`config.mk`:
```
export PLATFORM = sky130hd
export DESIGN_NAME = llc_miss_unit
export DESIGN_NICKNAME = d
export VERILOG_FILES = /design/src/llc_pkg.sv /design/src/llc_miss_unit.sv
export SDC_FILE = /design/constraint.sdc
export NUM_CORES = 1
export LEC_CHECK = 0
export BUFFER_PORTS_ARGS = -buffer_cell sky130_fd_sc_hd__buf_2
export CORE_AREA = 5 5 120 122
export DETAILED_ROUTE_END_ITERATION = 16
export DIE_AREA = 0 0 125 127
export PLACE_DENSITY = 0.67
export RECOVER_POWER = 25
export SYNTH_ARGS = -nofsm -noshare
export SYNTH_HDL_FRONTEND = slang
export SYNTH_SLANG_ARGS = --single-unit
```
`constraint.sdc`:
```
create_clock -name clk_i -period 2.5 [get_ports clk_i]
set_clock_uncertainty 0.1 [all_clocks]
set_input_delay 0.125 -clock clk_i [delete_from_list [all_inputs] [get_ports clk_i]]
set_output_delay 0.125 -clock clk_i [all_outputs]
set_load 0.03 [all_outputs]
```
`src/llc_pkg.sv`:
```
/*
 * cache geometry and the types shared by all units
 * byte address is split as {tag, index, block offset, byte offset}
 * NoWays, NoLines and NoBlocks must be powers of two
 */
`default_nettype none

package llc_pkg;

  localparam int unsigned NoWays    = 2;
  localparam int unsigned NoLines   = 16;   // lines per way
  localparam int unsigned NoBlocks  = 4;    // words per line
  localparam int unsigned DataWidth = 32;
  localparam int unsigned AddrWidth = 16;   // byte address

  localparam int unsigned StrbWidth         = DataWidth / 8;
  localparam int unsigned ByteOffsetLength  = $clog2(StrbWidth);
  localparam int unsigned BlockOffsetLength = $clog2(NoBlocks);
  localparam int unsigned IndexLength       = $clog2(NoLines);
  localparam int unsigned TagLength         =
    AddrWidth - IndexLength - BlockOffsetLength - ByteOffsetLength;

  localparam int unsigned WayIdxWidth = (NoWays > 1) ? $clog2(NoWays) : 1;
  // hits in flight: two hit spill entries plus the one in the access unit
  localparam int unsigned HitCntWidth = 3;

  typedef logic [AddrWidth-1:0]         addr_t;
  typedef logic [DataWidth-1:0]         data_t;
  typedef logic [StrbWidth-1:0]         strb_t;
  typedef logic [TagLength-1:0]         tag_t;
  typedef logic [IndexLength-1:0]       index_t;
  typedef logic [BlockOffsetLength-1:0] blk_t;
  typedef logic [NoWays-1:0]            way_ind_t;   // one-hot

  typedef struct packed {
    logic  write;
    addr_t addr;
    data_t wdata;
    strb_t strb;
  } req_t;

  typedef struct packed {
    logic     write;
    addr_t    addr;
    data_t    wdata;
    strb_t    strb;
    way_ind_t way_ind;     // way the word lives in
    logic     evict;       // victim is dirty, write it back first
    tag_t     evict_tag;
    logic     refill;      // fetch the line from memory
    logic     from_miss;   // set by the miss unit
  } llc_desc_t;

endpackage

`default_nettype wire

```
`src/llc_miss_unit.sv`:
```
/*
 * one miss at a time: write back a dirty victim word by word, then refill
 * memory must return exactly NoBlocks read beats per line request
 */
`timescale 1ns/1ps
`default_nettype none

module llc_miss_unit (
  input  logic               clk_i,
  input  logic               rst_n_i,
  input  logic               desc_valid_i,
  output logic               desc_ready_o,
  input  llc_pkg::llc_desc_t desc_i,
  output logic               desc_valid_o,
  input  logic               desc_ready_i,
  output llc_pkg::llc_desc_t desc_o,
  output logic               way_req_valid_o,
  input  logic               way_req_ready_i,
  output logic               way_we_o,
  output llc_pkg::way_ind_t  way_ind_o,
  output llc_pkg::index_t    way_index_o,
  output llc_pkg::blk_t      way_blk_o,
  output llc_pkg::data_t     way_wdata_o,
  output llc_pkg::strb_t     way_strb_o,
  input  logic               way_rvalid_i,
  input  llc_pkg::data_t     way_rdata_i,
  output logic               mem_w_valid_o,
  input  logic               mem_w_ready_i,
  output llc_pkg::addr_t     mem_w_addr_o,
  output llc_pkg::data_t     mem_w_data_o,
  output logic               mem_ar_valid_o,
  input  logic               mem_ar_ready_i,
  output llc_pkg::addr_t     mem_ar_addr_o,
  input  logic               mem_r_valid_i,
  output logic               mem_r_ready_o,
  input  llc_pkg::data_t     mem_r_data_i
);
  import llc_pkg::*;

  typedef enum logic [2:0] {Idle, EvictRd, EvictWait, EvictWr, LineRd, Refill, Done} state_e;

  state_e    state_q;
  llc_desc_t desc_q;
  blk_t      cnt_q;          // word within the line
  data_t     evict_data_q;
  index_t    idx;
  logic      last;

  assign idx  = desc_q.addr[ByteOffsetLength+BlockOffsetLength +: IndexLength];
  assign last = (cnt_q == blk_t'(NoBlocks - 1));

  assign desc_ready_o = (state_q == Idle);
  assign desc_valid_o = (state_q == Done);
  assign desc_o       = desc_q;

  // refill beats go straight into the way, the miss unit always gets the array
  assign way_req_valid_o = (state_q == EvictRd) || ((state_q == Refill) && mem_r_valid_i);
  assign way_we_o        = (state_q == Refill);
  assign way_ind_o       = desc_q.way_ind;
  assign way_index_o     = idx;
  assign way_blk_o       = cnt_q;
  assign way_wdata_o     = mem_r_data_i;
  assign way_strb_o      = '1;

  assign mem_w_valid_o  = (state_q == EvictWr);
  assign mem_w_addr_o   = {desc_q.evict_tag, idx, cnt_q, {ByteOffsetLength{1'b0}}};
  assign mem_w_data_o   = evict_data_q;
  assign mem_ar_valid_o = (state_q == LineRd);
  assign mem_ar_addr_o  = {desc_q.addr[AddrWidth-1 -: TagLength], idx,
                           {(BlockOffsetLength + ByteOffsetLength){1'b0}}};
  assign mem_r_ready_o  = (state_q == Refill) && way_req_ready_i;

  always_ff @(posedge clk_i or negedge rst_n_i) begin
    if (!rst_n_i) begin
      state_q <= Idle;
      cnt_q   <= '0;
    end else begin
      unique case (state_q)
        Idle: if (desc_valid_i) begin
          cnt_q   <= '0;
          state_q <= desc_i.evict ? EvictRd : (desc_i.refill ? LineRd : Done);
        end
        EvictRd: if (way_req_ready_i) state_q <= EvictWait;
        EvictWait: if (way_rvalid_i) state_q <= EvictWr;
        EvictWr: if (mem_w_ready_i) begin
          cnt_q   <= cnt_q + 1'b1;   // wraps to zero for the refill
          state_q <= last ? (desc_q.refill ? LineRd : Done) : EvictRd;
        end
        LineRd: if (mem_ar_ready_i) state_q <= Refill;
        Refill: if (mem_r_valid_i && mem_r_ready_o) begin
          cnt_q <= cnt_q + 1'b1;
          if (last) begin
            state_q <= Done;
          end
        end
        Done: if (desc_ready_i) state_q <= Idle;
        default: state_q <= Idle;
      endcase
    end
  end

  always_ff @(posedge clk_i) begin
    if (desc_valid_i && desc_ready_o) begin
      desc_q           <= desc_i;
      desc_q.from_miss <= 1'b1;
    end
    if (way_rvalid_i) begin
      evict_data_q <= way_rdata_i;
    end
  end

endmodule

`default_nettype wire

```
# [Yosys cells after proc, flatten, opt, wreduce, memory -nomap -nowiden]
# Index checks and enable logic that the tools add are counted.
[totals] regBits=102 elab_cells=53 output_inout_bits=181 inputBits=139
[op_classes] reduce_logical=9 eq_ne=15 n_addsub=1 mux=17
[op_table] operator="2-to-1 mux 3 bit" count=10
[op_table] operator="case mux 3 bit (7 select lines)" count=1
[op_table] operator="2-to-1 mux 2 bit" count=5
[op_table] operator="!= test 2 x 1 -> 1 bit (second input constant)" count=5
[op_table] operator="== test 3 bit (second input constant)" count=3
[op_table] operator="AND reduction 8 bit" count=1
[op_table] operator="== test 3 x 2 -> 1 bit (second input constant)" count=2
[op_table] operator="!= test 2 bit (second input constant)" count=3
[op_table] operator="case mux 2 bit (3 select lines)" count=1
[op_table] operator="logical AND 1 bit" count=4
[op_table] operator="AND reduction 4 bit" count=1
[op_table] operator="== test 3 x 1 -> 1 bit (second input constant)" count=1
[op_table] operator="logical NOT 3 bit" count=1
[op_table] operator="nonzero test 3 bit" count=1
[op_table] operator="adder 2 x 1 -> 2 bit (second input constant)" count=1
[op_table] operator="== test 2 bit (second input constant)" count=1
[op_table] operator="logical OR 1 bit" count=1

# [Logic depth before layout (Yosys ltp)]
# Gate-level depths: netlist of the first run.
[depth] ltp_word=5 depth_mapped=6

# [Least setup slack after synthesis of the first run]
# Ideal clock, no wire load.
[synth_path] path_type="flip-flop to flip-flop" from="register state_q[1]" to="register desc_q (netlist bit desc_o[10]), enable pin" path_slack_ns=-0.910 required_ns=1.981 path_stages_with_launch=5 period_less_slack_ns=3.410 t_arrival_ns=2.891 path_buffers=1 path_cell_list="dfrtp_1 -> clkbuf_1 -> nor3_1 -> nand2_1 -> inv_1"
[synth_via] elab_chain_cells=2
[synth_rtl] item="start: declaration" line_no="llc_miss_unit.sv:42" rtl="state_e state_q;"
[synth_rtl] item="start signal: assignment" line_no="llc_miss_unit.sv:75" rtl="state_q <= Idle;"
[synth_rtl] item="start signal: assignment" line_no="llc_miss_unit.sv:81" rtl="state_q <= desc_i.evict ? EvictRd : (desc_i.refill ? LineRd : Done);"
[synth_rtl] item="start signal: assignment" line_no="llc_miss_unit.sv:83" rtl="EvictRd: if (way_req_ready_i) state_q <= EvictWait;"
[synth_rtl] item="logical NOT 3 bit" line_no="llc_miss_unit.sv:52" rtl="assign desc_ready_o = (state_q == Idle);"
[synth_rtl] item="named net desc_ready_o" line_no="llc_miss_unit.sv:12" rtl="output logic desc_ready_o,"
[synth_rtl] item="logical AND 1 bit" line_no="llc_miss_unit.sv:103" rtl="if (desc_valid_i && desc_ready_o) begin"
[synth_rtl] item="end signal: assignment" line_no="llc_miss_unit.sv:104" rtl="desc_q <= desc_i;"
[synth_rtl] item="end: declaration" line_no="llc_miss_unit.sv:43" rtl="llc_desc_t desc_q;"
# The timed path passes the listed nets, and every way through them passes these cells.
# A chain may end at the register's enable or synchronous reset.

# [Worst setup path in the final report of the first run]
[layout_path] from="register state_q[0]" to="output way_req_valid_o"
[layout_via] elab_chain_cells=3
[layout_rtl] item="== test 3 bit" line_no="llc_miss_unit.sv:57" rtl="assign way_req_valid_o = (state_q == EvictRd) || ((state_q == Refill) && mem_r_valid_i);"
[layout_rtl] item="logical AND 1 bit" line_no="llc_miss_unit.sv:57"
[layout_rtl] item="logical OR 1 bit (*)" line_no="llc_miss_unit.sv:57"
[layout_rtl] item="end: declaration" line_no="llc_miss_unit.sv:17" rtl="output logic way_req_valid_o,"
# Every way passes the cells marked *; elsewhere a longest branch is shown, timed or not.

==> results of run 1 <==
## per-stage QoR
stage / util (%) / cells / setup WS, ns
CTS: 47.1 / 700 / 0.368
floorplan: - / 242 / 0.0374
finish: 47.1 / 700 / 0.411
detailed placement: 37.6 / 586 / 0.541
global placement: 37.6 / 586 / 0.611
global route: 47.1 / 700 / 0.237
## flip-flops by register name, indices dropped and copies added, names as in the netlist
name / cells
desc_o: 63
way_blk_o: 2
mem_w_data_o: 32
way_ind_o: 2
state_q: 3
## worst max-delay path by stage
stage          startpoint              end  cells after the start
5_1_grt        state_q[0]  way_req_valid_o                      3
4_1_cts        state_q[0]  way_req_valid_o                      3
2_1_floorplan  state_q[1]       desc_o[10]                      4
6_report       state_q[0]  way_req_valid_o                      3
3_5_place_dp   state_q[0]       state_q[1]                      4
3_3_place_gp   state_q[1]       state_q[1]                      4
## worst reg2reg max path: stages (launching register included)
cell,delay [ns]
dfrtp_1,0.68
nor2b_1,0.44
nand3_1,0.16
nand3_2,0.12
mux2_2,0.33
## synth_stat cells (2+ instances only)
master    count  area [um^2]
nand2_1       9         33.8
buf_4        75          563
buf_2         2         10.0
nor2b_1       3         18.8
a221o_1       2         20.0
inv_1         3         11.3
and3_1        2         12.5
conb_1        2         7.51
mux2i_1       4         40.0
nand3_1       2         10.0
nor2_1        3         11.3
edfxtp_1     97         2910
dfrtp_1       5          125
## what timing repair did
| action | 4_1_cts | 5_1_grt |
|---|---|---|
| endpoints found under the hold margin | 103 | 0 |
| hold buffers | 99 | 0 |
| endpoints found under the setup margin | 0 | 0 |
## per-layer routing
| metal | GRT usage, % | part of all wire (%) | vias to the layer above |
|---|---|---|---|
| met5 | 0 | 0 | - |
| met4 | 5.36 | 2.3 | 0 |
| met3 | 6.72 | 11 | 25 |
| met2 | 24.2 | 52 | 182 |
| met1 | 13.9 | 34 | 1308 |
| li1 | - | - | 1331 |
## final cells by class
type | instances | area [um^2]
clock buffer | 10 | 229
tap | 176 | 220
multi-input combinational | 58 | 383
sequential | 102 | 3040
clock inverter | 5 | 33.8
timing repair buffer | 346 | 2250
fill | 1120 | 6920
inverter | 3 | 15.0
## cell families after synthesis
kind of cell | count (synthesis) | synth area share [%]
other | 2 | 0.189
AO/OA/AOI/OAI | 12 | 2.33
buffers and inverters | 82 | 15.1
multiplexers | 5 | 1.29
adder cells (fa/ha/maj) | 1 | 0.315
AND/OR/NAND/NOR | 29 | 4.38
flip-flops | 102 | 76.4
## power breakdown
part	internal (mW)	switching, mW	total (mW)
Clock	0.672	0.571	1.24
Sequential	2.20	0.171	2.37
Combinational	0.607	1.24	1.84
==> results.txt, run 1 <==
The CTS tree is yes. Grouping stages by cell kind, the critical path spends the most delay in flip-flops. The signed area change from the synthesized netlist to the final layout came out at 55.1%. The worst setup path category is register to output port.

The number of nets in the finished design is between 600 and 700. The ratio of cells with drive above 1 in the final layout came out at around half. The flow ran to the end, and the final reports show no timing, DRC or antenna violations. The worst vdd rail ir drop came out at 0.000313 V. The final weighted congestion of routability-driven global placement is roughly 0.85. The number of primary I/O pins came out at 320. The clock-pin slew reported for the worst setup and hold paths after clock tree synthesis is 0.06 ns. The first-iteration detailed-routing DRC count came out at 130. The total power per unit cell area came out at 886 nW/um^2.

In the layout the commonest cells are buf_2, dlygate4sd3_1, edfxtp_1. STA puts the critical path data required time at 2.28 ns. The worst slew margin relative to its limit is around 39%.

The peak clock frequency supported by timing is 479 MHz. Walking the worst path, the cells encountered are nor2b_1 -> a21boi_1 -> buf_2. The largest fanout on the critical path came out at 16. The number of antenna violations at the first check in global routing was 0. The clock period minus final worst setup slack is 2.09 ns. For this design the static power due to leakage is between 2 and 3 nW. The slowest stage of the critical path belongs to the cell dfrtp_1. The total routing resource utilization after global routing came out at 13.7%. The area of the die came out at 15900 um^2. Using the TritonRoute via totals, the vias-per-cell ratio works out to 4.07. No sink is reached through more buffers than the 2 on the longest clock path. The number of nets with antenna violations after detailed routing is 0. The max-slew violation count came out at 0.

The worst setup path is launched from a register. The routed wire length per instance is between 15 and 20 um. Leaving out fill and tap cells, the most frequent cell in the layout is buf_2. The critical path buffer and inverter count is 1. The area of the placeable core came out at 13100 um^2. The clock latency at the later pin of the worst-skew pair came out at 0.33 ns. STA classifies the critical path endpoint as an output port.

The largest stage delay on the critical path came out at 0.68 ns. The number of sinks handled by clock tree synthesis came out at 102. In this run the critical register-to-register path is launched from state_q[0]. The post-synthesis instance total came out at 233.

Row generation in the floorplan step produced 42 rows. The total wirelength of the detailed-routed design is about 11 mm. The largest net degree at the start of global routing is 50. The via count of the first global-routing pass was roughly 3100.

The HPWL after detailed placement came out at 7.56 mm. The final cycle utilization of the critical path is 83.6%. The accumulated negative setup slack came out at 0 ns. The register-to-register path setup slack is 0.56 ns.

After global routing the overflow that remains totals 0. In this run the cell area measured after placement is 4910 um^2. The number of warnings printed during yosys synthesis is 0. The height of the chip came out at 127 um. The number of failing setup endpoints in the final timing report is 0. The number of synthesized flops with an enable pin is 97. The width of the die is 125 um. For the worst flop-to-flop path, the logic depth is 4. The worst min-delay path category is primary input to async pin. The H-tree depth reported by CTS is 3.

The post-synthesis cell type count came out at 37. The number of buffers created by CTS is 9. The post-cts resize count is 0.

The starting utilization of the core area is 30.4%. Data on the critical path arrives at its endpoint at 1.86 ns. The register bit total from synthesis is about 100. For the pin with the worst max-slew slack, the measured transition is 0.922 ns. The first-pass GRT wire length came out at between 15 and 20 mm. The final cell area excluding filler cells came out at about 6200 um^2. On the final layout, the worst hold slack is 0.0948 ns.

The number of failing hold endpoints at the final stage was 0. The worst flop-to-flop path endpoint is state_q[1]. The tree is rooted in a clkbuf_16. The number of vias in the routed layout is 2846.

The final antenna diode count came out at 0. After synthesis the cells add up to around 4000 um^2. The number of port buffers is 243. Among all flip-flop cells after synthesis, the most frequent one is edfxtp_1. The post-route total power came out at 5.46 mW. Setup repair after global routing left no endpoint under its margin.

The DRC violation count after routing is 0. The number of iterations in the first detailed-routing pass came out at 4. The proportion of synthesized flip-flops having asynchronous set or reset came out at under 10%.

Across the run, the number of max-cap violations was 0. The number of buffers inserted to repair setup after CTS is 0. A synthesized cell averages 17.1 um^2. The part of the Yosys area used for sequential elements is 76.4%.
No activity file was read; power rests on OpenSTA's default activity.
==> inputs of run 2 (changes only) <==
==> constraint.sdc (replaced) <==
create_clock -name clk_i -period 1.7 [get_ports clk_i]
set_clock_uncertainty 0.1 [all_clocks]
set_input_delay 0.085 -clock clk_i [delete_from_list [all_inputs] [get_ports clk_i]]
set_output_delay 0.085 -clock clk_i [all_outputs]
set_load 0.03 [all_outputs]
==> run 2 against run 1 <==
Net effect:
- the flow now finishes with violations (setup timing)
- die area unchanged
- sequential power grew 45%
- sequential share of layout area shrank 2.8 points
- core utilization grew 2.9 points
- final cell count up 3.9%
- register-to-register slack got worse by 0.59 ns
- setup slack lost 0.44 ns
- sequential cell count unchanged
- final area increased by 6.1%
- largest cell class unchanged
==> results.txt, run 2 (synthesis gave the netlist of run 1 again) <==
Setup repair after global routing could not meet its margin everywhere. The worst slack at placement is -0.111 ns (-0.652 ns). The top cell types in the final layout, fill and taps aside, are buf_2, dlygate4sd3_1, edfxtp_1. The final standard cell count with taps included and fillers excluded is 727 (+3.9%). The number of primary I/O pins came out at 320 (unchanged).

The clock period minus final worst setup slack came out at 1.73 ns. The final cell area excluding filler cells is 6540 um^2 (+6.1%). The static power due to leakage came out at 2.88 nW (+7.2%). The largest net degree at the start of global routing is 27 (-46%). The routed wire length per instance came out at 16.3 um (+2.6%). The via count of the first global-routing pass is 3340 (+7.8%). The first-pass GRT wire length is 18.1 mm (+6.4%). The checks that failed: setup timing.

The clock-pin slew reported for the worst setup and hold paths after clock tree synthesis is 0.07 ns (about the same). The critical path in this run is classified as register to register. The final-layout fill cell count is 1087 (-2.9%). The number of failing setup endpoints in the final timing report is 1 (+1).

The worst min-delay path category is primary input to output port. The post-route total power was 9.20 mW (+69%). The required time reported for the critical path endpoint came out at 1.82 ns (-0.46 ns). The ratio of cells with drive above 1 in the final layout is 54.3% (+4.5 points). The DRC violation count after routing came out at 0 (unchanged).

TritonCTS built the clock tree. Walking the worst path, the cells encountered are or4_4 -> o31a_1 -> nand3_2 -> mux2_4. The number of nets with antenna violations after detailed routing came out at 0 (unchanged). The placed standard-cell area came out at 5030 um^2 (+2.4%). The startpoint type of the worst setup path is a register. The worst setup path is captured at a register. Clock tree synthesis selected as its root buffer the cell clkbuf_16. The largest fanout on the critical path is 7 (-9). The max-slew violation count was 0 (unchanged). The row count is 42 (unchanged).

The final cycle utilization of the critical path is 102%. The HPWL after detailed placement came out at 8.05 mm (+6.5%). The flow ran to the end, but the final reports show violations. The accumulated negative setup slack came out at -0.0326 ns (-0.0326 ns).

The total power per unit cell area came out at 1410 nW/um^2 (+59%). The number of port buffers is 243 (unchanged). Tracing the worst setup path back leads to its startpoint at state_q[2]. For hold timing, the worst endpoint is way_wdata_o[29]. The final worst slack came to -0.0326 ns (-0.443 ns).

The final antenna diode count is 0 (unchanged). In this run the critical register-to-register path is launched from state_q[2]. The cell count of the worst reg-to-reg path is 4 (unchanged).

The clock latency at the later pin of the worst-skew pair came out at 0.34 ns (about the same). The max capacitance violation total came to 0 (unchanged). The startpoint identified for the worst hold timing path is mem_r_data_i[29]. The starting utilization of the core area is 30.4% (unchanged). The utilization of the core after routing came out at 50.0% (+2.9 points). The worst slew margin relative to its limit came out at 40.9% (+2.4 points). The total wirelength of the detailed-routed design is 11.9 mm (+6.6%).

The height of the chip came out at 127 um (unchanged). The largest stage delay on the critical path is 0.50 ns (-0.18 ns). The number of vias in the routed layout is 3011 (+5.8%). The first-iteration detailed-routing DRC count came out at 133 (+2.3%).

The number of failing hold endpoints at the final stage is 0 (unchanged). The count of placed standard cells including taps came out at 601 (+2.6%). The register-to-register path setup slack is -0.03 ns (-0.59 ns). The number of nets in the finished design was 686 (+3.9%). The width of the die was 125 um (unchanged).

The pin slew with the least headroom to its limit came out at 0.886 ns (-0.0360 ns). The area of the placeable core came out at 13100 um^2 (unchanged). The number of iterations in the first detailed-routing pass came out at 4 (unchanged). The signed area change from the synthesized netlist to the final layout is 64.5%. The number of antenna violations at the first check in global routing came out at 0 (unchanged).

The peak clock frequency supported by timing came out at 577 MHz. The detail-routed via count per cell came out at 4.14 (+1.9%). The total routing resource utilization after global routing is 14.4% (+0.77 points). The number of buffers created by CTS is 9 (unchanged). The library cell used most frequently in the layout, excluding fill and tap cells, is buf_2. The final hold slack is 0.0700 ns (-0.0247 ns). The flip-flop count of the largest register after layout came out at 63 (unchanged). The critical path arrival was 1.85 ns (about the same). The H-tree depth reported by CTS was 3 (unchanged). The maximum clock insertion buffer count is 2 (unchanged). The final weighted congestion of routability-driven global placement is 0.811 (-5.0%). The area of the die came out at 15900 um^2 (unchanged).

The cell with the largest stage delay on the worst path is or4_4. The worst vdd rail ir drop is 0.000597 V (+91%). The number of sinks handled by clock tree synthesis is 102 (unchanged). The number of cells on the worst hold path is 0. The worst flop-to-flop path endpoint is state_q[1]. The remaining global-route overflow is 0 (unchanged).
run 2: cell count changes in the layout (fill, tap and decap cells not counted), moves of 2 or more:
cell	previous run	this run
inv_8	0	2
nor2b_4	0	2
dfrtp_1	5	2
buf_4	3	19
bufinv_16	0	3
nor2b_1	3	1
dfrtp_2	0	3
clkinv_1	2	0
buf_6	0	7
run 2: how the worst max path moves through the flow:
| stage | endpoint |
|---|---|
| after global placement | state_q[1] |
| after floorplan | desc_o[10] |
| final | state_q[1] |
| after detailed placement | state_q[1] |
| after global routing | state_q[1] |
| after CTS | mem_r_ready_o |
run 2: what timing repair did:
action | 4_1_cts | 5_1_grt
endpoints found under the setup margin | 5 | 45
resized for setup | 13 | 7
pin swaps | 4 | 3
hold buffers | 100 | 0
hold endpoints to repair | 103 | 0
buffers inserted | 5 | 2
gates cloned | 0 | 3
run 2: report_power, final:
part           leakage, nW  internal, mW  switching [mW]
registers            0.970          3.24           0.186
clock network        0.174          1.46           0.920
logic                 1.74          1.29            2.10
total                 2.88          6.00            3.20
run 2: critical path: cells and delay by family, from the launching register on:
kind             cells  cell delay, ns
AO/OA/AOI/OAI        1            0.15
flip-flops           1            0.47
multiplexers         1            0.30
AND/OR/NAND/NOR      2            0.59
run 2: area by class of cell:
| type | instances | area (um^2) | share of cell area (%) |
|---|---|---|---|
| Clock buffer | 9 | 225 | 3.44 |
| Timing Repair Buffer | 371 | 2480 | 37.9 |
| Multi-Input combinational cell | 58 | 424 | 6.49 |
| Tap cell | 176 | 220 | 3.37 |
| Clock inverter | 7 | 126 | 1.93 |
| Sequential cell | 102 | 3040 | 46.5 |
| Timing Repair inverter | 1 | 7.51 | 0.115 |
| Inverter | 3 | 15.0 | 0.230 |
run 2: layer usage:
layer / wire, um / global-route usage, % / vias to the layer above
li1: - / - / 1382
met1: 4200 / 14.8 / 1411
met2: 6210 / 26.0 / 190
met3: 1190 / 6.30 / 28
met4: 250 / 5.68 / 0
met5: 0 / 0 / -
