<file path="config.mk">
export PLATFORM = sky130hd
export DESIGN_NAME = llc_hit_miss
export DESIGN_NICKNAME = d
export VERILOG_FILES = /design/src/llc_pkg.sv /design/src/llc_hit_miss.sv
export SDC_FILE = /design/constraint.sdc
export NUM_CORES = 1
export LEC_CHECK = 0
export BUFFER_PORTS_ARGS = -buffer_cell sky130_fd_sc_hd__buf_2
export CORE_ASPECT_RATIO = 1.2
export CORE_MARGIN = 4
export CORE_UTILIZATION = 40
export CTS_CLUSTER_SIZE = 20
export DETAILED_ROUTE_END_ITERATION = 6
export MAX_ROUTING_LAYER = met4
export SLEW_MARGIN = 20
export SYNTH_ARGS = -nofsm -noshare
export SYNTH_HDL_FRONTEND = slang
export SYNTH_SLANG_ARGS = --single-unit
</file>
<file path="constraint.sdc">
create_clock -name clk_i -period 6.06 [get_ports clk_i]
set_input_delay 0.606 -clock clk_i [delete_from_list [all_inputs] [get_ports clk_i]]
set_output_delay 0.606 -clock clk_i [all_outputs]
set_load 0.01 [all_outputs]
</file>
<file path="src/llc_pkg.sv">
/*
 * cache geometry and the types shared by all units
 * byte address is split as {tag, index, block offset, byte offset}
 * NoWays, NoLines and NoBlocks must be powers of two
 */
`default_nettype none

package llc_pkg;

  localparam int unsigned NoWays    = 2;
  localparam int unsigned NoLines   = 16;   // lines per way
  localparam int unsigned NoBlocks  = 4;    // words per line
  localparam int unsigned DataWidth = 32;
  localparam int unsigned AddrWidth = 16;   // byte address

  localparam int unsigned StrbWidth         = DataWidth / 8;
  localparam int unsigned ByteOffsetLength  = $clog2(StrbWidth);
  localparam int unsigned BlockOffsetLength = $clog2(NoBlocks);
  localparam int unsigned IndexLength       = $clog2(NoLines);
  localparam int unsigned TagLength         =
    AddrWidth - IndexLength - BlockOffsetLength - ByteOffsetLength;

  localparam int unsigned WayIdxWidth = (NoWays > 1) ? $clog2(NoWays) : 1;
  // hits in flight: two hit spill entries plus the one in the access unit
  localparam int unsigned HitCntWidth = 3;

  typedef logic [AddrWidth-1:0]         addr_t;
  typedef logic [DataWidth-1:0]         data_t;
  typedef logic [StrbWidth-1:0]         strb_t;
  typedef logic [TagLength-1:0]         tag_t;
  typedef logic [IndexLength-1:0]       index_t;
  typedef logic [BlockOffsetLength-1:0] blk_t;
  typedef logic [NoWays-1:0]            way_ind_t;   // one-hot

  typedef struct packed {
    logic  write;
    addr_t addr;
    data_t wdata;
    strb_t strb;
  } req_t;

  typedef struct packed {
    logic     write;
    addr_t    addr;
    data_t    wdata;
    strb_t    strb;
    way_ind_t way_ind;     // way the word lives in
    logic     evict;       // victim is dirty, write it back first
    tag_t     evict_tag;
    logic     refill;      // fetch the line from memory
    logic     from_miss;   // set by the miss unit
  } llc_desc_t;

endpackage

`default_nettype wire

</file>
<file path="src/llc_hit_miss.sv">
/*
 * tag store with hit detection and round robin victim choice per line
 * only one miss is outstanding, and a miss leaves only with no hits in flight
 */
`timescale 1ns/1ps
`default_nettype none

module llc_hit_miss (
  input  logic               clk_i,
  input  logic               rst_n_i,
  input  logic               req_valid_i,
  output logic               req_ready_o,
  input  llc_pkg::req_t      req_i,
  output logic               hit_valid_o,
  input  logic               hit_ready_i,
  output logic               miss_valid_o,
  input  logic               miss_ready_i,
  output llc_pkg::llc_desc_t desc_o,
  input  logic               retire_i,
  input  logic               retire_from_miss_i
);
  import llc_pkg::*;

  req_t                   req_q;        // request under lookup
  logic                   stage_q;
  logic                   miss_out_q;
  logic [HitCntWidth-1:0] hit_cnt_q;

  tag_t                   tag_q   [NoLines][NoWays];
  way_ind_t               valid_q [NoLines];
  way_ind_t               dirty_q [NoLines];
  logic [WayIdxWidth-1:0] rr_q    [NoLines];   // next victim

  tag_t     tag;
  index_t   idx;
  way_ind_t hit_way, victim;
  logic     hit, hit_xfer, miss_xfer;

  assign tag    = req_q.addr[AddrWidth-1 -: TagLength];
  assign idx    = req_q.addr[ByteOffsetLength+BlockOffsetLength +: IndexLength];
  assign victim = way_ind_t'(1) << rr_q[idx];

  always_comb begin
    for (int unsigned w = 0; w < NoWays; w++) begin
      hit_way[w] = valid_q[idx][w] && (tag_q[idx][w] == tag);
    end
  end
  assign hit = |hit_way;

  assign hit_valid_o  = stage_q && hit;
  assign miss_valid_o = stage_q && !hit && (hit_cnt_q == '0);
  assign hit_xfer     = hit_valid_o && hit_ready_i;
  assign miss_xfer    = miss_valid_o && miss_ready_i;
  // a miss leaving the stage keeps the next request out until it retires
  assign req_ready_o  = !miss_out_q && (!stage_q || hit_xfer);

  always_comb begin
    desc_o           = '0;
    desc_o.write     = req_q.write;
    desc_o.addr      = req_q.addr;
    desc_o.wdata     = req_q.wdata;
    desc_o.strb      = req_q.strb;
    desc_o.way_ind   = hit ? hit_way : victim;
    desc_o.evict     = |(victim & valid_q[idx] & dirty_q[idx]);
    desc_o.evict_tag = tag_q[idx][rr_q[idx]];
    desc_o.refill    = !hit;
  end

  always_ff @(posedge clk_i or negedge rst_n_i) begin
    if (!rst_n_i) begin
      stage_q    <= 1'b0;
      miss_out_q <= 1'b0;
      hit_cnt_q  <= '0;
      for (int unsigned l = 0; l < NoLines; l++) begin
        valid_q[l] <= '0;
        dirty_q[l] <= '0;
        rr_q[l]    <= '0;
      end
    end else begin
      if (req_valid_i && req_ready_o) begin
        stage_q <= 1'b1;
      end else if (hit_xfer || miss_xfer) begin
        stage_q <= 1'b0;
      end
      if (miss_xfer) begin
        miss_out_q <= 1'b1;
      end else if (retire_i && retire_from_miss_i) begin
        miss_out_q <= 1'b0;
      end
      hit_cnt_q <= hit_cnt_q + HitCntWidth'(hit_xfer)
                 - HitCntWidth'(retire_i && !retire_from_miss_i);
      if (hit_xfer && req_q.write) begin
        dirty_q[idx] <= dirty_q[idx] | hit_way;
      end
      if (miss_xfer) begin   // install the new line in the victim way
        valid_q[idx] <= valid_q[idx] | victim;
        dirty_q[idx] <= req_q.write ? (dirty_q[idx] | victim) : (dirty_q[idx] & ~victim);
        rr_q[idx]    <= (rr_q[idx] == WayIdxWidth'(NoWays - 1)) ? '0 : rr_q[idx] + 1'b1;
      end
    end
  end

  always_ff @(posedge clk_i) begin
    if (req_valid_i && req_ready_o) begin
      req_q <= req_i;
    end
    if (miss_xfer) begin
      tag_q[idx][rr_q[idx]] <= tag;
    end
  end

endmodule

`default_nettype wire

</file>
# Word-level counts from Yosys, hierarchy flattened
# Memories as Yosys holds them, arrays and structs flattened. A register that Yosys moved wholly into a read port is not among the register bits.
# Index checks and enable logic that the tools add are counted.
[word_totals] mem_bits_ro=0 input_bits=60 ram_bits=256 n_memories=1 out_inout_bits=69 regBits=138 latchBits=0 elab_cells=134
[memory_table] name="tag_q" depth=16 width=16 read_ports=1 rd_ports_with_merged_regs=1 wr=1 line_no="llc_hit_miss.sv:29" source="tag_t tag_q [NoLines][NoWays];"
[classes] n_shift=1 reduce_logical=25 n_mux=34 div=0 addsub=3 n_eq_ne=2 n_mul=0 magnitude_cmp=4 bitwise=9
[ops] operator="32-bit bitwise mux" n=3
[ops] operator="32-bit two-way mux" n=2
[ops] operator="8-bit two-way mux" n=4
[ops] operator="2-bit binary-select mux with 4-bit select" n=2
[ops] operator="16-bit bitwise mux" n=1
[ops] operator="8-bit == test" n=2
[ops] operator="16-bit two-way mux" n=1
[ops] operator="1-bit logical AND" n=14
[ops] operator="2-bit two-way mux" n=7
[ops] operator="1-bit two-way mux" n=9
[ops] operator="2-bit demux with 4-bit select" n=1
[ops] operator="8-bit demux with 1-bit select" n=1
[ops] operator="2-bit AND" n=3
[ops] operator="2-bit OR" n=3
[ops] operator="5-bit >= comparator (second input constant)" n=1
[ops] operator="5-bit by 1-bit less-than comparator with 1-bit output (second input constant)" n=1
[ops] operator="4-bit NOT with 5-bit output" n=1
[ops] operator="1-bit binary-select mux with 4-bit select" n=1
[ops] operator="1-bit demux with 4-bit select" n=1
[ops] operator="1-bit logical NOT" n=4
[ops] operator="4-bit two-way mux" n=1
[ops] operator="2-bit nonzero test" n=2
[ops] operator="2-bit OR reduction" n=2
[ops] operator="3-bit by 1-bit adder with 3-bit output" n=1
[ops] operator="9 further kinds" n=10

# Depth between registers and ports, before layout
# Gate-level depths: netlist (run 1).
[depth] word_depth=13 depth_mapped=18 mapped_depth_nobuf=14

# Least setup slack after synthesis (run 1)
# OpenSTA, ideal clock, no wires.
[synth_path] path_kind="reg2reg" startpoint="register with a tool-made name" endpoint="register with a tool-made name" n_path_buf=2 setup_slack_ps=1397 required_time_ps=5938 t_arrival_ps=4542 synth_period_minus_slack_ps=4663 setup_time_ps=122 stages_incl_launch_ff=11 path_cell_list="dfxtp_1 > buf_6 > buf_6 > mux4_2 > mux4_2 > xnor2_2 > nand4_2 > nor4b_4 > o21ai_1 > a21oi_2 > mux2_2"

==> impl_results.md, run 1 <==
* Hold Buf Count CTS at 0
* Critical path capture point type: output port
* WP buf/inv at 2
* Final Cycle Share at 82.8%
* CP max-delay cell: dfxtp_4
* CTS max path bufs at 3
* Final antenna-violating net count at 0
* CTS Sinks at 398
* Cts bufs inserted at 39
* Vias in the first global route at 9,767
* Worst Setup Start Kind: flip-flop
* WP data required at 5450 ps
* Antenna diode count at 0
* Number of remaining DRC errors at 0
* Prevailing post-synth register cell: edfxtp_1
* Share of cells above drive strength 1 at 34.0%
* CTS tree: built
* Worst Reg2Reg Path Length in Cells at 10
* Synthesized Nets at 1,022
* Crit path max fanout at 45
* Avg Cell Area, Syn at 17.4 µm²
* Starting Density at 40.7%
* Synth warn at 0
* Max Freq at 199 MHz
* Number of vias per cell at 5.55
* Post-route minimum period at 5020 ps
* Cell variety after synth at 65
* Initial drt markers at 920
* Max cap viols at 0
* RSZ-0062 raised after global routing: no
* Setup TNS at 0 ps
* Total core area at 0.0410 mm²
* Place WS at 1280 ps
* Power Density at 380 mW/mm²
* Pins Over Slew Limit at 0
* Worst setup margin at 1040 ps
* Rel. slew slack at 27.0%
* P&R area growth vs syn at 16.2%
* Detailed Place HPWL at 29,400 µm
* Post-CTS setup buffers at 0
* Worst vdd ir at 200 µV
* R2r setup slk at 1260 ps
* Worst-Skew Late Latency at 540 ps
* Pleak at 7.00 nW
* Total gr overflow at 0
* Row cnt at 81
* CP arrival at 4410 ps
* Clk slew on worst S/H paths at 60 ps
* H-tree levels at 2
* Final Hold Fails at 0
* Initial antenna violation count at 0
* Post-synth EDFFs at 309
* Most frequent cells in the layout: 309 x edfxtp_1, 126 x buf_2, 85 x dfrtp_1
* Hold slack at 98.9 ps
* GRT Util Overall at 19.4%
* Critical Path Max Stage Delay at 930 ps
* Final Skew at 16.6 ps
* DRT Wirelength at 43,200 µm
* Nets@finish at 1,189
* Critical-path cell list: buf_4, mux4_2, a22o_1, a221oi_2, xor2_1, nand4_2, nor4b_4, o21ai_1, a21oi_1, buf_2
* Die Ht at 232 µm
* Reg2reg end: tag_q[15][12]
* Die width at 194 µm
* Synth Register Bits at 398
* IO buf count at 127
* Most common library cell in the layout ignoring fill and taps: edfxtp_1
* DIE AREA at 0.0451 mm²
* PostCTS Resize Cnt at 0
* Post-Syn Instances at 959
* Sequential cell area fraction in the yosys report at 68.8%
* Gpl congestion at 0.869
* Largest delay contributor family on the critical path: flip-flops
* WL/cell at 25.5 µm
* Root Buffer: clkbuf_16
* Pin slew with the least headroom to its limit at 1070 ps
* Mapped Area at 0.0167 mm²
* Worst Setup Path Type: reg -> out
* Vias at 9,387
* Synth async-reset ratio at 21.4%
* Final number of setup-violating endpoints at 0
* First-pass GRT wire length at 64,000 µm
* Placed inst area at 0.0182 mm²
* Hold Path Class: in -> async
* Router iterations before antenna repair at 5
* Io pins at 129
* Outcome: completed
* Fin area at 0.0194 mm²
* Largest net degree at the start of global routing at 86
-- cells in the mapped netlist, drive strengths merged, types with 2 or more instances --
| library cell | n | area [µm²] |
|---|---|---|
| o2bb2ai | 18 | 164 |
| dfrtp | 85 | 2130 |
| o22a | 2 | 17.5 |
| edfxtp | 309 | 9280 |
| nor3 | 26 | 180 |
| mux2i | 45 | 463 |
| nand4 | 3 | 25.0 |
| a22oi | 8 | 60.1 |
| o21ai | 24 | 158 |
| a2111oi | 4 | 41.3 |
| nand3 | 16 | 80.1 |
| a22o | 19 | 166 |
| mux4 | 81 | 1840 |
| and2 | 3 | 18.8 |
| a211oi | 5 | 37.5 |
| a21oi | 34 | 185 |
| xor2 | 3 | 26.3 |
| or2 | 2 | 12.5 |
| ha | 2 | 25.0 |
| mux2 | 45 | 507 |
| inv | 7 | 26.3 |
| dfxtp | 4 | 80.1 |
| and3 | 6 | 37.5 |
| nand2b | 11 | 68.8 |
| xnor2 | 13 | 121 |
| buf | 36 | 226 |
| clkbuf | 19 | 71.3 |
| nand2 | 40 | 150 |
| nor4 | 3 | 25.0 |
| o211ai | 2 | 15.0 |
| nand3b | 3 | 22.5 |
| nor2 | 54 | 203 |
| nor2b | 14 | 87.6 |
-- report_power, final --
part / switching (mW) / leakage (nW) / internal (mW) / total, mW
Clock: 1.01 / 0.597 / 1.37 / 2.38
Sequential: 0.229 / 3.98 / 3.23 / 3.46
Combinational: 0.849 / 2.43 / 0.695 / 1.54
-- cell families after synthesis --
family          share of synthesized area (%)
other cells                            0.0225
flops                                    68.8
compound gates                           5.43
fa+ha+maj                               0.270
buf+inv                                  1.94
simple gates                             5.82
mux                                      16.8
xor+xnor                                0.885
-- layer usage --
layer	part of all wire (%)	wire, µm	vias to the layer above	global-route usage [%]
met3	5.2	2260	72	2.82
met4	2.6	1120	0	5.32
met5	0	0	-	-
li1	-	-	4140	-
met1	41	17700	4877	25.4
met2	51	22000	298	32.1
-- metrics by stage --
step / cells / total power [mW] / util [%]
floorplan: 959 / 4.50 / -
global placement: 1624 / 5.04 / 44.2
detailed placement: 1624 / 5.06 / 44.2
CTS: 1692 / 7.45 / 47.2
global route: 1692 / 7.68 / 47.3
finish: 1692 / 7.37 / 47.3
-- sequential cells by signal (all words and copies together) (netlist names), named ones only --
signal and count:
hit_cnt_q 3, desc_o 53, miss_out_q 1, dirty_q 32, stage_q 1, rr_q 16
valid_q 32, tag_q 256
-- area by class of cell --
type                            instances  area (µm²)
Timing Repair Buffer                  181        1070
Clock inverter                         23         231
Tap cell                              539         674
Sequential cell                       398       11500
Fill cell                            3525       21600
Inverter                                7        26.3
Multi-Input combinational cell        499        4890
Clock buffer                           45        1010
-- how the worst max path moves through the flow --
stage	startpoint	endpoint	slack [ps]	cells past startpoint
after floorplan	flip-flop	flip-flop	1400	10
after global placement	flip-flop	tag_q[13][13]	1240	10
after detailed placement	flip-flop	desc_o[64]	1280	10
after CTS	flip-flop	req_ready_o	960	10
after global routing	flip-flop	req_ready_o	710	10
final	flip-flop	req_ready_o	1040	10
No activity file was read; power rests on OpenSTA's default activity.
==> inputs of run 2 (changes only) <==
==> constraint.sdc (replaced) <==
create_clock -name clk_i -period 4.2 [get_ports clk_i]
set_input_delay 0.42 -clock clk_i [delete_from_list [all_inputs] [get_ports clk_i]]
set_output_delay 0.42 -clock clk_i [all_outputs]
set_load 0.01 [all_outputs]
==> run 2 against run 1 <==
Against the previous run:
- global-route usage fell by 0.16 points
- core utilization rose by 1.3 points
- clock-buffer cell count rose by 1
- sequential power rose by 41%
- die area did not move
- design area rose by 2.7%
- clock power rose by 47%
- combinational power rose by 64%
- wire length fell by 0.55%
- critical path depth did not move
- critical endpoint is now desc_o[12]
==> impl_results.md, run 2 (synthesis results as in run 1) <==
* IO buf count at 127 (unchanged)
* Max cap viols at 0 (unchanged)
* Hold slack at 58.7 ps (was 98.9 ps)
* Worst Setup Start Kind: flip-flop (unchanged)
* Cts bufs inserted at 40 (was 39)
* Clock power frac at 32.0% (was 32.2%)
* Power Density at 548 mW/mm² (was 380 mW/mm²)
* DIE AREA at 0.0451 mm² (unchanged)
* Critical Path Max Stage Delay at 490 ps (was 930 ps)
* Final Hold Fails at 0 (unchanged)
* Outcome: completed (unchanged)
* P&R area growth vs syn at 19.4% (was 16.2%)
* Worst Reg2Reg Path Length in Cells at 15 (was 10)
* Largest register FFs at 256 (unchanged)
* Most frequent cells in the layout: 309 x edfxtp_1, 126 x buf_2, 85 x dfrtp_1 (unchanged)
* Number of remaining DRC errors at 0 (unchanged)
* Worst vdd ir at 348 µV (was 200 µV)
* H-tree levels at 2 (unchanged)
* Switching Fraction at 27.7% (was 28.3%)
* Router iterations before antenna repair at 5 (unchanged)
* WL/cell at 24.8 µm (was 25.5 µm)
* WP data required at 3780 ps (was 5450 ps)
* Worst Setup Path Type: reg -> out (unchanged)
* NetSw at 3.02 mW (was 2.08 mW)
* Reg2reg end: hit_cnt_q[2] (was tag_q[15][12])
* Crit path max fanout at 8 (was 45)
* Initial drt markers at 760 (was 920)
* Final antenna-violating net count at 0 (unchanged)
* Core Util, Final at 48.6% (was 47.3%)
* Row cnt at 81 (unchanged)
* CTS max path bufs at 3 (unchanged)
* Vias in the first global route at 9,695 (was 9,767)
* Rel. slew slack at 34.5% (was 27.0%)
* Final Skew at 18.5 ps (was 16.6 ps)
* Final number of setup-violating endpoints at 0 (unchanged)
* RSZ-0062 raised after global routing: yes (was no)
* R2r setup slk at 150 ps (was 1260 ps)
* Most common library cell in the layout ignoring fill and taps: edfxtp_1 (unchanged)
* Largest net degree at the start of global routing at 48 (was 86)
* Pleak at 7.26 nW (was 7.00 nW)
* Vias at 9,481 (was 9,387)
* Register area at 0.0115 mm² (unchanged)
* Reg power frac at 44.7% (was 46.9%)
* WHS Endpoint: desc_o[58]
* Io pins at 129 (unchanged)
* Total core area at 0.0410 mm² (unchanged)
* Max Freq at 246 MHz
* Multi-input gate area at 0.00497 mm² (was 0.00489 mm²)
* Root Buffer: clkbuf_16 (unchanged)
* Die Ht at 232 µm (unchanged)
* Pin slew with the least headroom to its limit at 978 ps (was 1070 ps)
* Highest metal used: met4 (unchanged)
* Cell depth of the worst hold path at 1
* Total power at 10.9 mW (was 7.37 mW)
* Share of cells above drive strength 1 at 37.6% (was 34.0%)
* Int Pwr at 7.89 mW (was 5.29 mW)
* Critical path capture point type: output port (unchanged)
* Critical-path cell list: buf_4, mux4_2, mux4_2, xnor2_1, nand3b_1, a2111oi_1, and3_2, buf_4, o21ai_0, buf_2 (was buf_4, mux4_2, a22o_1, a221oi_2, xor2_1, nand4_2, nor4b_4, o21ai_1, a21oi_1, buf_2)
* CTS Sinks at 398 (unchanged)
* Nets@finish at 1,229 (was 1,189)
* Post-route minimum period at 4070 ps
* Die width at 194 µm (unchanged)
* Total gr overflow at 0 (unchanged)
* Clk slew on worst S/H paths at 60 ps (about the same)
* Pins Over Slew Limit at 0 (unchanged)
* CTS tree: built (unchanged)
* Number of vias per cell at 5.47 (was 5.55)
* Final Cycle Share at 96.9%
* Filler cell count at 3,454 (was 3,525)
* Initial antenna violation count at 0 (unchanged)
* First-pass GRT wire length at 62,900 µm (was 64,000 µm)
* CP arrival at 3650 ps (was 4410 ps)
* DRT Wirelength at 42,900 µm (was 43,200 µm)
* Worst-Skew Late Latency at 540 ps (about the same)
* CP max-delay cell: mux4_2 (was dfxtp_4)
* Detailed Place HPWL at 29,100 µm (was 29,400 µm)
* Routed met3 length at 2370 µm (was 2260 µm)
* Met2 WL at 21,800 µm (was 22,000 µm)
* Hold Path Class: in -> reg (was in -> async)
* M1 WL at 17,300 µm (was 17,700 µm)
* Share of power burned in combinational logic at 23.2% (was 20.9%)
* Hold path start: req_i[45]
* Starting Density at 40.7% (unchanged)
* GRT Util Overall at 19.3% (was 19.4%)
* Gpl congestion at 0.859 (was 0.869)
-- run 2: cell types whose count changed in the layout (fill, tap and decap cells not counted), moves of 2 or more --
cell	change
buf_12	+8
buf_4	+29
clkbuf_16	+2
clkinv_2	+3
inv_6	-4
mux2i_1	-3
mux2i_2	+3
nor2_1	-7
nor2_2	+7
-- run 2: cell type report --
cell class | count | share of cell area (%)
flip-flops and latches | 398 | 57.7
multi-input cells | 499 | 24.9
repair buffers | 220 | 7.49
clock buffers | 46 | 5.29
well taps | 539 | 3.38
clock inverters | 23 | 1.10
inverters | 7 | 0.132
diodes | 1 | 0.0126
-- run 2: worst max path at each step --
stage,startpoint,endpoint,depth (start not counted)
finish,flip-flop,desc_o[12],10
global route,flip-flop,req_ready_o,11
CTS,flip-flop,req_ready_o,11
detailed placement,flip-flop,tag_q[2][10],12
global placement,flip-flop,tag_q[3][13],12
floorplan,flip-flop,flip-flop,10
-- run 2: through the flow --
step / TNS (ps) / setup slack (ps) / instances / instance area (µm²)
2_1_floorplan: 0 / 117 / 959 / 16700
3_3_place_gp: -524 / -66.6 / 1641 / 18400
3_5_place_dp: -100 / -13.3 / 1641 / 18400
4_1_cts: 0 / 7.91 / 1720 / 19800
5_1_grt: -31.0 / -31.0 / 1732 / 19900
6_report: 0 / 130 / 1733 / 19900
-- run 2: power groups by stage --
stage | Combinational, mW | Sequential, mW | Clock [mW]
floorplan | 1.56 | 4.93 | 0
CTS | 2.50 | 4.88 | 3.57
detailed placement | 2.41 | 4.96 | 0
finish | 2.53 | 4.88 | 3.50
global route | 2.72 | 4.92 | 3.73
global placement | 2.40 | 4.95 | 0
-- run 2: critical path: cells and delay by family, from the launching register on --
family	cells	cell delay, ps
multiplexers	2	980
flip-flops	1	450
AO/OA/AOI/OAI	2	540
buffers and inverters	3	470
AND/OR/NAND/NOR	2	490
XOR/XNOR	1	180
-- run 2: routing by layer --
layer | vias up | track usage [%]
li1 | 4235 | -
met1 | 4895 | 24.4
met2 | 263 | 31.6
met3 | 88 | 3.54
met4 | 0 | 6.59
met5 | - | -
-- run 2: timing repair --
item / 4_1_cts / 5_1_grt
endpoints found under the setup margin: 13 / 69
hold endpoints to repair: 43 / 0
gates resized for setup: 4 / 16
cloned: 1 / 0
hold buffers: 1 / 0
setup buffers: 8 / 12
pin swaps: 2 / 7
==> inputs of run 3 (changes only) <==
==> constraint.sdc (replaced) <==
create_clock -name clk_i -period 3.9 [get_ports clk_i]
set_input_delay 0.39 -clock clk_i [delete_from_list [all_inputs] [get_ports clk_i]]
set_output_delay 0.39 -clock clk_i [all_outputs]
set_load 0.01 [all_outputs]
==> run 3 against run 2 <==
Against the previous run:
- via count is 2.4% higher
- clock skew increased by 4.8 ps
- sequential power increased by 7.8%
- non-clock buffer count increased by 31
- power increased by 11%
- critical path type unchanged
- largest cell class unchanged
==> impl_results.md, run 3 (synthesis results as in run 1) <==
* Number of remaining DRC errors at 0 (unchanged)
* Clk slew on worst S/H paths at 60 ps (about the same)
* DRT Wirelength at 43,300 µm (was 42,900 µm)
* Final Cycle Share at 99.9%
* Worst-Skew Late Latency at 550 ps (was 540 ps)
* First-pass GRT wire length at 65,100 µm (was 62,900 µm)
* Int Pwr at 8.74 mW (was 7.89 mW)
* Switching Fraction at 28.0% (was 27.7%)
* H-tree levels at 2 (unchanged)
* Gpl congestion at 0.846 (was 0.859)
* Total power at 12.1 mW (was 10.9 mW)
* Largest register FFs at 256 (unchanged)
* Vias at 9,713 (was 9,481)
* Antenna diode count at 0 (was 1)
* Largest net degree at the start of global routing at 54 (was 48)
* Critical path capture point type: output port (unchanged)
* Initial drt markers at 998 (was 760)
* Rel. slew slack at 34.3% (was 34.5%)
* Vias in the first global route at 10,200 (was 9,695)
* Power Density at 592 mW/mm² (was 548 mW/mm²)
* RSZ-0062 raised after global routing: yes (unchanged)
* Cts bufs inserted at 41 (was 40)
* Most frequent cells in the layout: 309 x edfxtp_1, 125 x buf_2, 97 x buf_4 (was 309 x edfxtp_1, 126 x buf_2, 85 x dfrtp_1)
* CTS max path bufs at 3 (unchanged)
* Pleak at 7.49 nW (was 7.26 nW)
* Worst Setup Path Type: reg -> out (unchanged)
* IO buf count at 127 (unchanged)
* Share of cells above drive strength 1 at 42.3% (was 37.6%)
* CP arrival at 3500 ps (was 3650 ps)
* Crit path max fanout at 9 (was 8)
* Max cap viols at 0 (unchanged)
* Number of vias per cell at 5.50 (was 5.47)
* Final antenna-violating net count at 0 (unchanged)
* Initial antenna violation count at 0 (unchanged)
* DIE AREA at 0.0451 mm² (unchanged)
* Io pins at 129 (unchanged)
* Nets@finish at 1,261 (was 1,229)
* GRT Util Overall at 19.7% (was 19.3%)
* WP data required at 3510 ps (was 3780 ps)
* Worst Setup Start Kind: flip-flop (unchanged)
* Worst vdd ir at 308 µV (was 348 µV)
* CTS tree: built (unchanged)
* NetSw at 3.40 mW (was 3.02 mW)
* Share of power burned in combinational logic at 24.9% (was 23.2%)
* Die width at 194 µm (unchanged)
* Total gr overflow at 0 (unchanged)
* Router iterations before antenna repair at 5 (unchanged)
* Starting Density at 40.7% (unchanged)
* Outcome: completed (unchanged)
* Total core area at 0.0410 mm² (unchanged)
* Place WS at -252 ps (was -13.3 ps)
* Critical Path Max Stage Delay at 600 ps (was 490 ps)
* Critical-path cell list: buf_12, nor2b_1, a22oi_1, and3_1, buf_4, o21ai_0, o311ai_2, or4b_4, and3_4, buf_6 (was buf_4, mux4_2, mux4_2, xnor2_1, nand3b_1, a2111oi_1, and3_2, buf_4, o21ai_0, buf_2)
* Final number of setup-violating endpoints at 0 (unchanged)
* WP buf/inv at 3 (unchanged)
* Worst setup margin at 5.62 ps (was 130 ps)
* Most common library cell in the layout ignoring fill and taps: edfxtp_1 (unchanged)
* CTS Sinks at 398 (unchanged)
* Final Skew at 23.4 ps (was 18.5 ps)
* CP max-delay cell: or4b_4 (was mux4_2)
* Reg power frac at 43.3% (was 44.7%)
* WL/cell at 24.5 µm (was 24.8 µm)
* Row cnt at 81 (unchanged)
* Final Hold Fails at 0 (unchanged)
* Detailed Place HPWL at 29,700 µm (was 29,100 µm)
* Die Ht at 232 µm (unchanged)
* Post-route minimum period at 3890 ps
* P&R area growth vs syn at 23.0% (was 19.4%)
* Pins Over Slew Limit at 0 (unchanged)
* Clock power frac at 31.9% (was 32.0%)
* Hold Path Class: in -> reg (unchanged)
* Hold slack at 27.2 ps (was 58.7 ps)
* Root Buffer: clkbuf_16 (unchanged)
* Pin slew with the least headroom to its limit at 986 ps (was 978 ps)
* Max Freq at 257 MHz
* Largest delay contributor family on the critical path: simple AND/OR/NAND/NOR gates (was multiplexers)
[run 3: changes by cell type in the layout (fill, tap and decap cells not counted), moves of 3 or more]
cell       previous run  this run
a2111oi_2             0         3
buf_12               10        21
buf_4                81        97
buf_6                 1         5
clkbuf_1              4        11
clkinv_1              8         1
mux2_2               41        37
mux2_4                0         4
nor2_1               46        27
nor2_2                8        27
xnor2_1              11         8
xnor2_2               2         5
[run 3: layout make-up]
cell class              instances  area, µm²
fillers                      3410      20500
flip-flops and latches        398      11500
multi-input cells             499       5160
repair buffers                251       1860
clock buffers                  56       1140
well taps                     539        674
clock inverters                16        165
inverters                       7       26.3
[run 3: metrics by stage]
stage | instance area, µm² | TNS, ps | std cells | utilization, %
after floorplan | 16700 | -4970 | 959 | -
after global routing | 20500 | -467 | 1766 | 50.0
after detailed placement | 18800 | -28760 | 1677 | 45.8
final | 20500 | 0 | 1766 | 50.0
after global placement | 18800 | -47630 | 1677 | 45.8
after CTS | 20300 | -221 | 1759 | 49.5
[run 3: path summary, 6_finish.rpt]
kind / startpoint / endpoint / slack [ps] / cells past startpoint
max reg2reg: flip-flop / hit_cnt_q[2] / 70 / 16
max in group asynchronous: rst_n_i / valid_q[31] / 2560 / 3
min reg2reg: dirty_q[9] / dirty_q[9] / 480 / 1
min: req_i[7] / desc_o[20] / 30 / 1
min in group asynchronous: rst_n_i / dirty_q[3] / 420 / 2
max: flip-flop / miss_valid_o / 6 / 10
[run 3: metal layers]
metal	part of all wire [%]	wire, µm	up-vias	track usage, %
met3	5.1	2190	63	2.87
met1	41	17700	5067	25.4
li1	-	-	4270	-
met5	0	0	-	-
met2	52	22400	313	33.3
met4	2.2	942	0	5.12
[run 3: power by group through the flow]
stage                     Sequential, mW  Combinational [mW]  Clock, mW
final                               5.26                3.02       3.87
after global routing                5.29                3.24       4.12
after CTS                           5.25                2.94       3.93
after detailed placement            5.34                2.81          0
after global placement              5.32                2.78          0
after floorplan                     5.31                1.69          0
[run 3: timing repair]
item                       CTS  global route
setup endpoints to repair  250           126
hold buffers                 2             1
hold endpoints to repair    53             1
resized for setup           38            39
cloned                       1             0
pin swaps                    5            11
buffers inserted             7             7
[run 3: worst register-to-register path: cells and delay by family, from the launching register on]
kind                     cells  cell delay, ps
AO/OA/AOI/OAI                4             800
XOR/XNOR                     2             320
buffers and inverters        4             430
AND/OR/NAND/NOR              3            1030
flip-flops                   1             430
adder cells (fa/ha/maj)      3             770
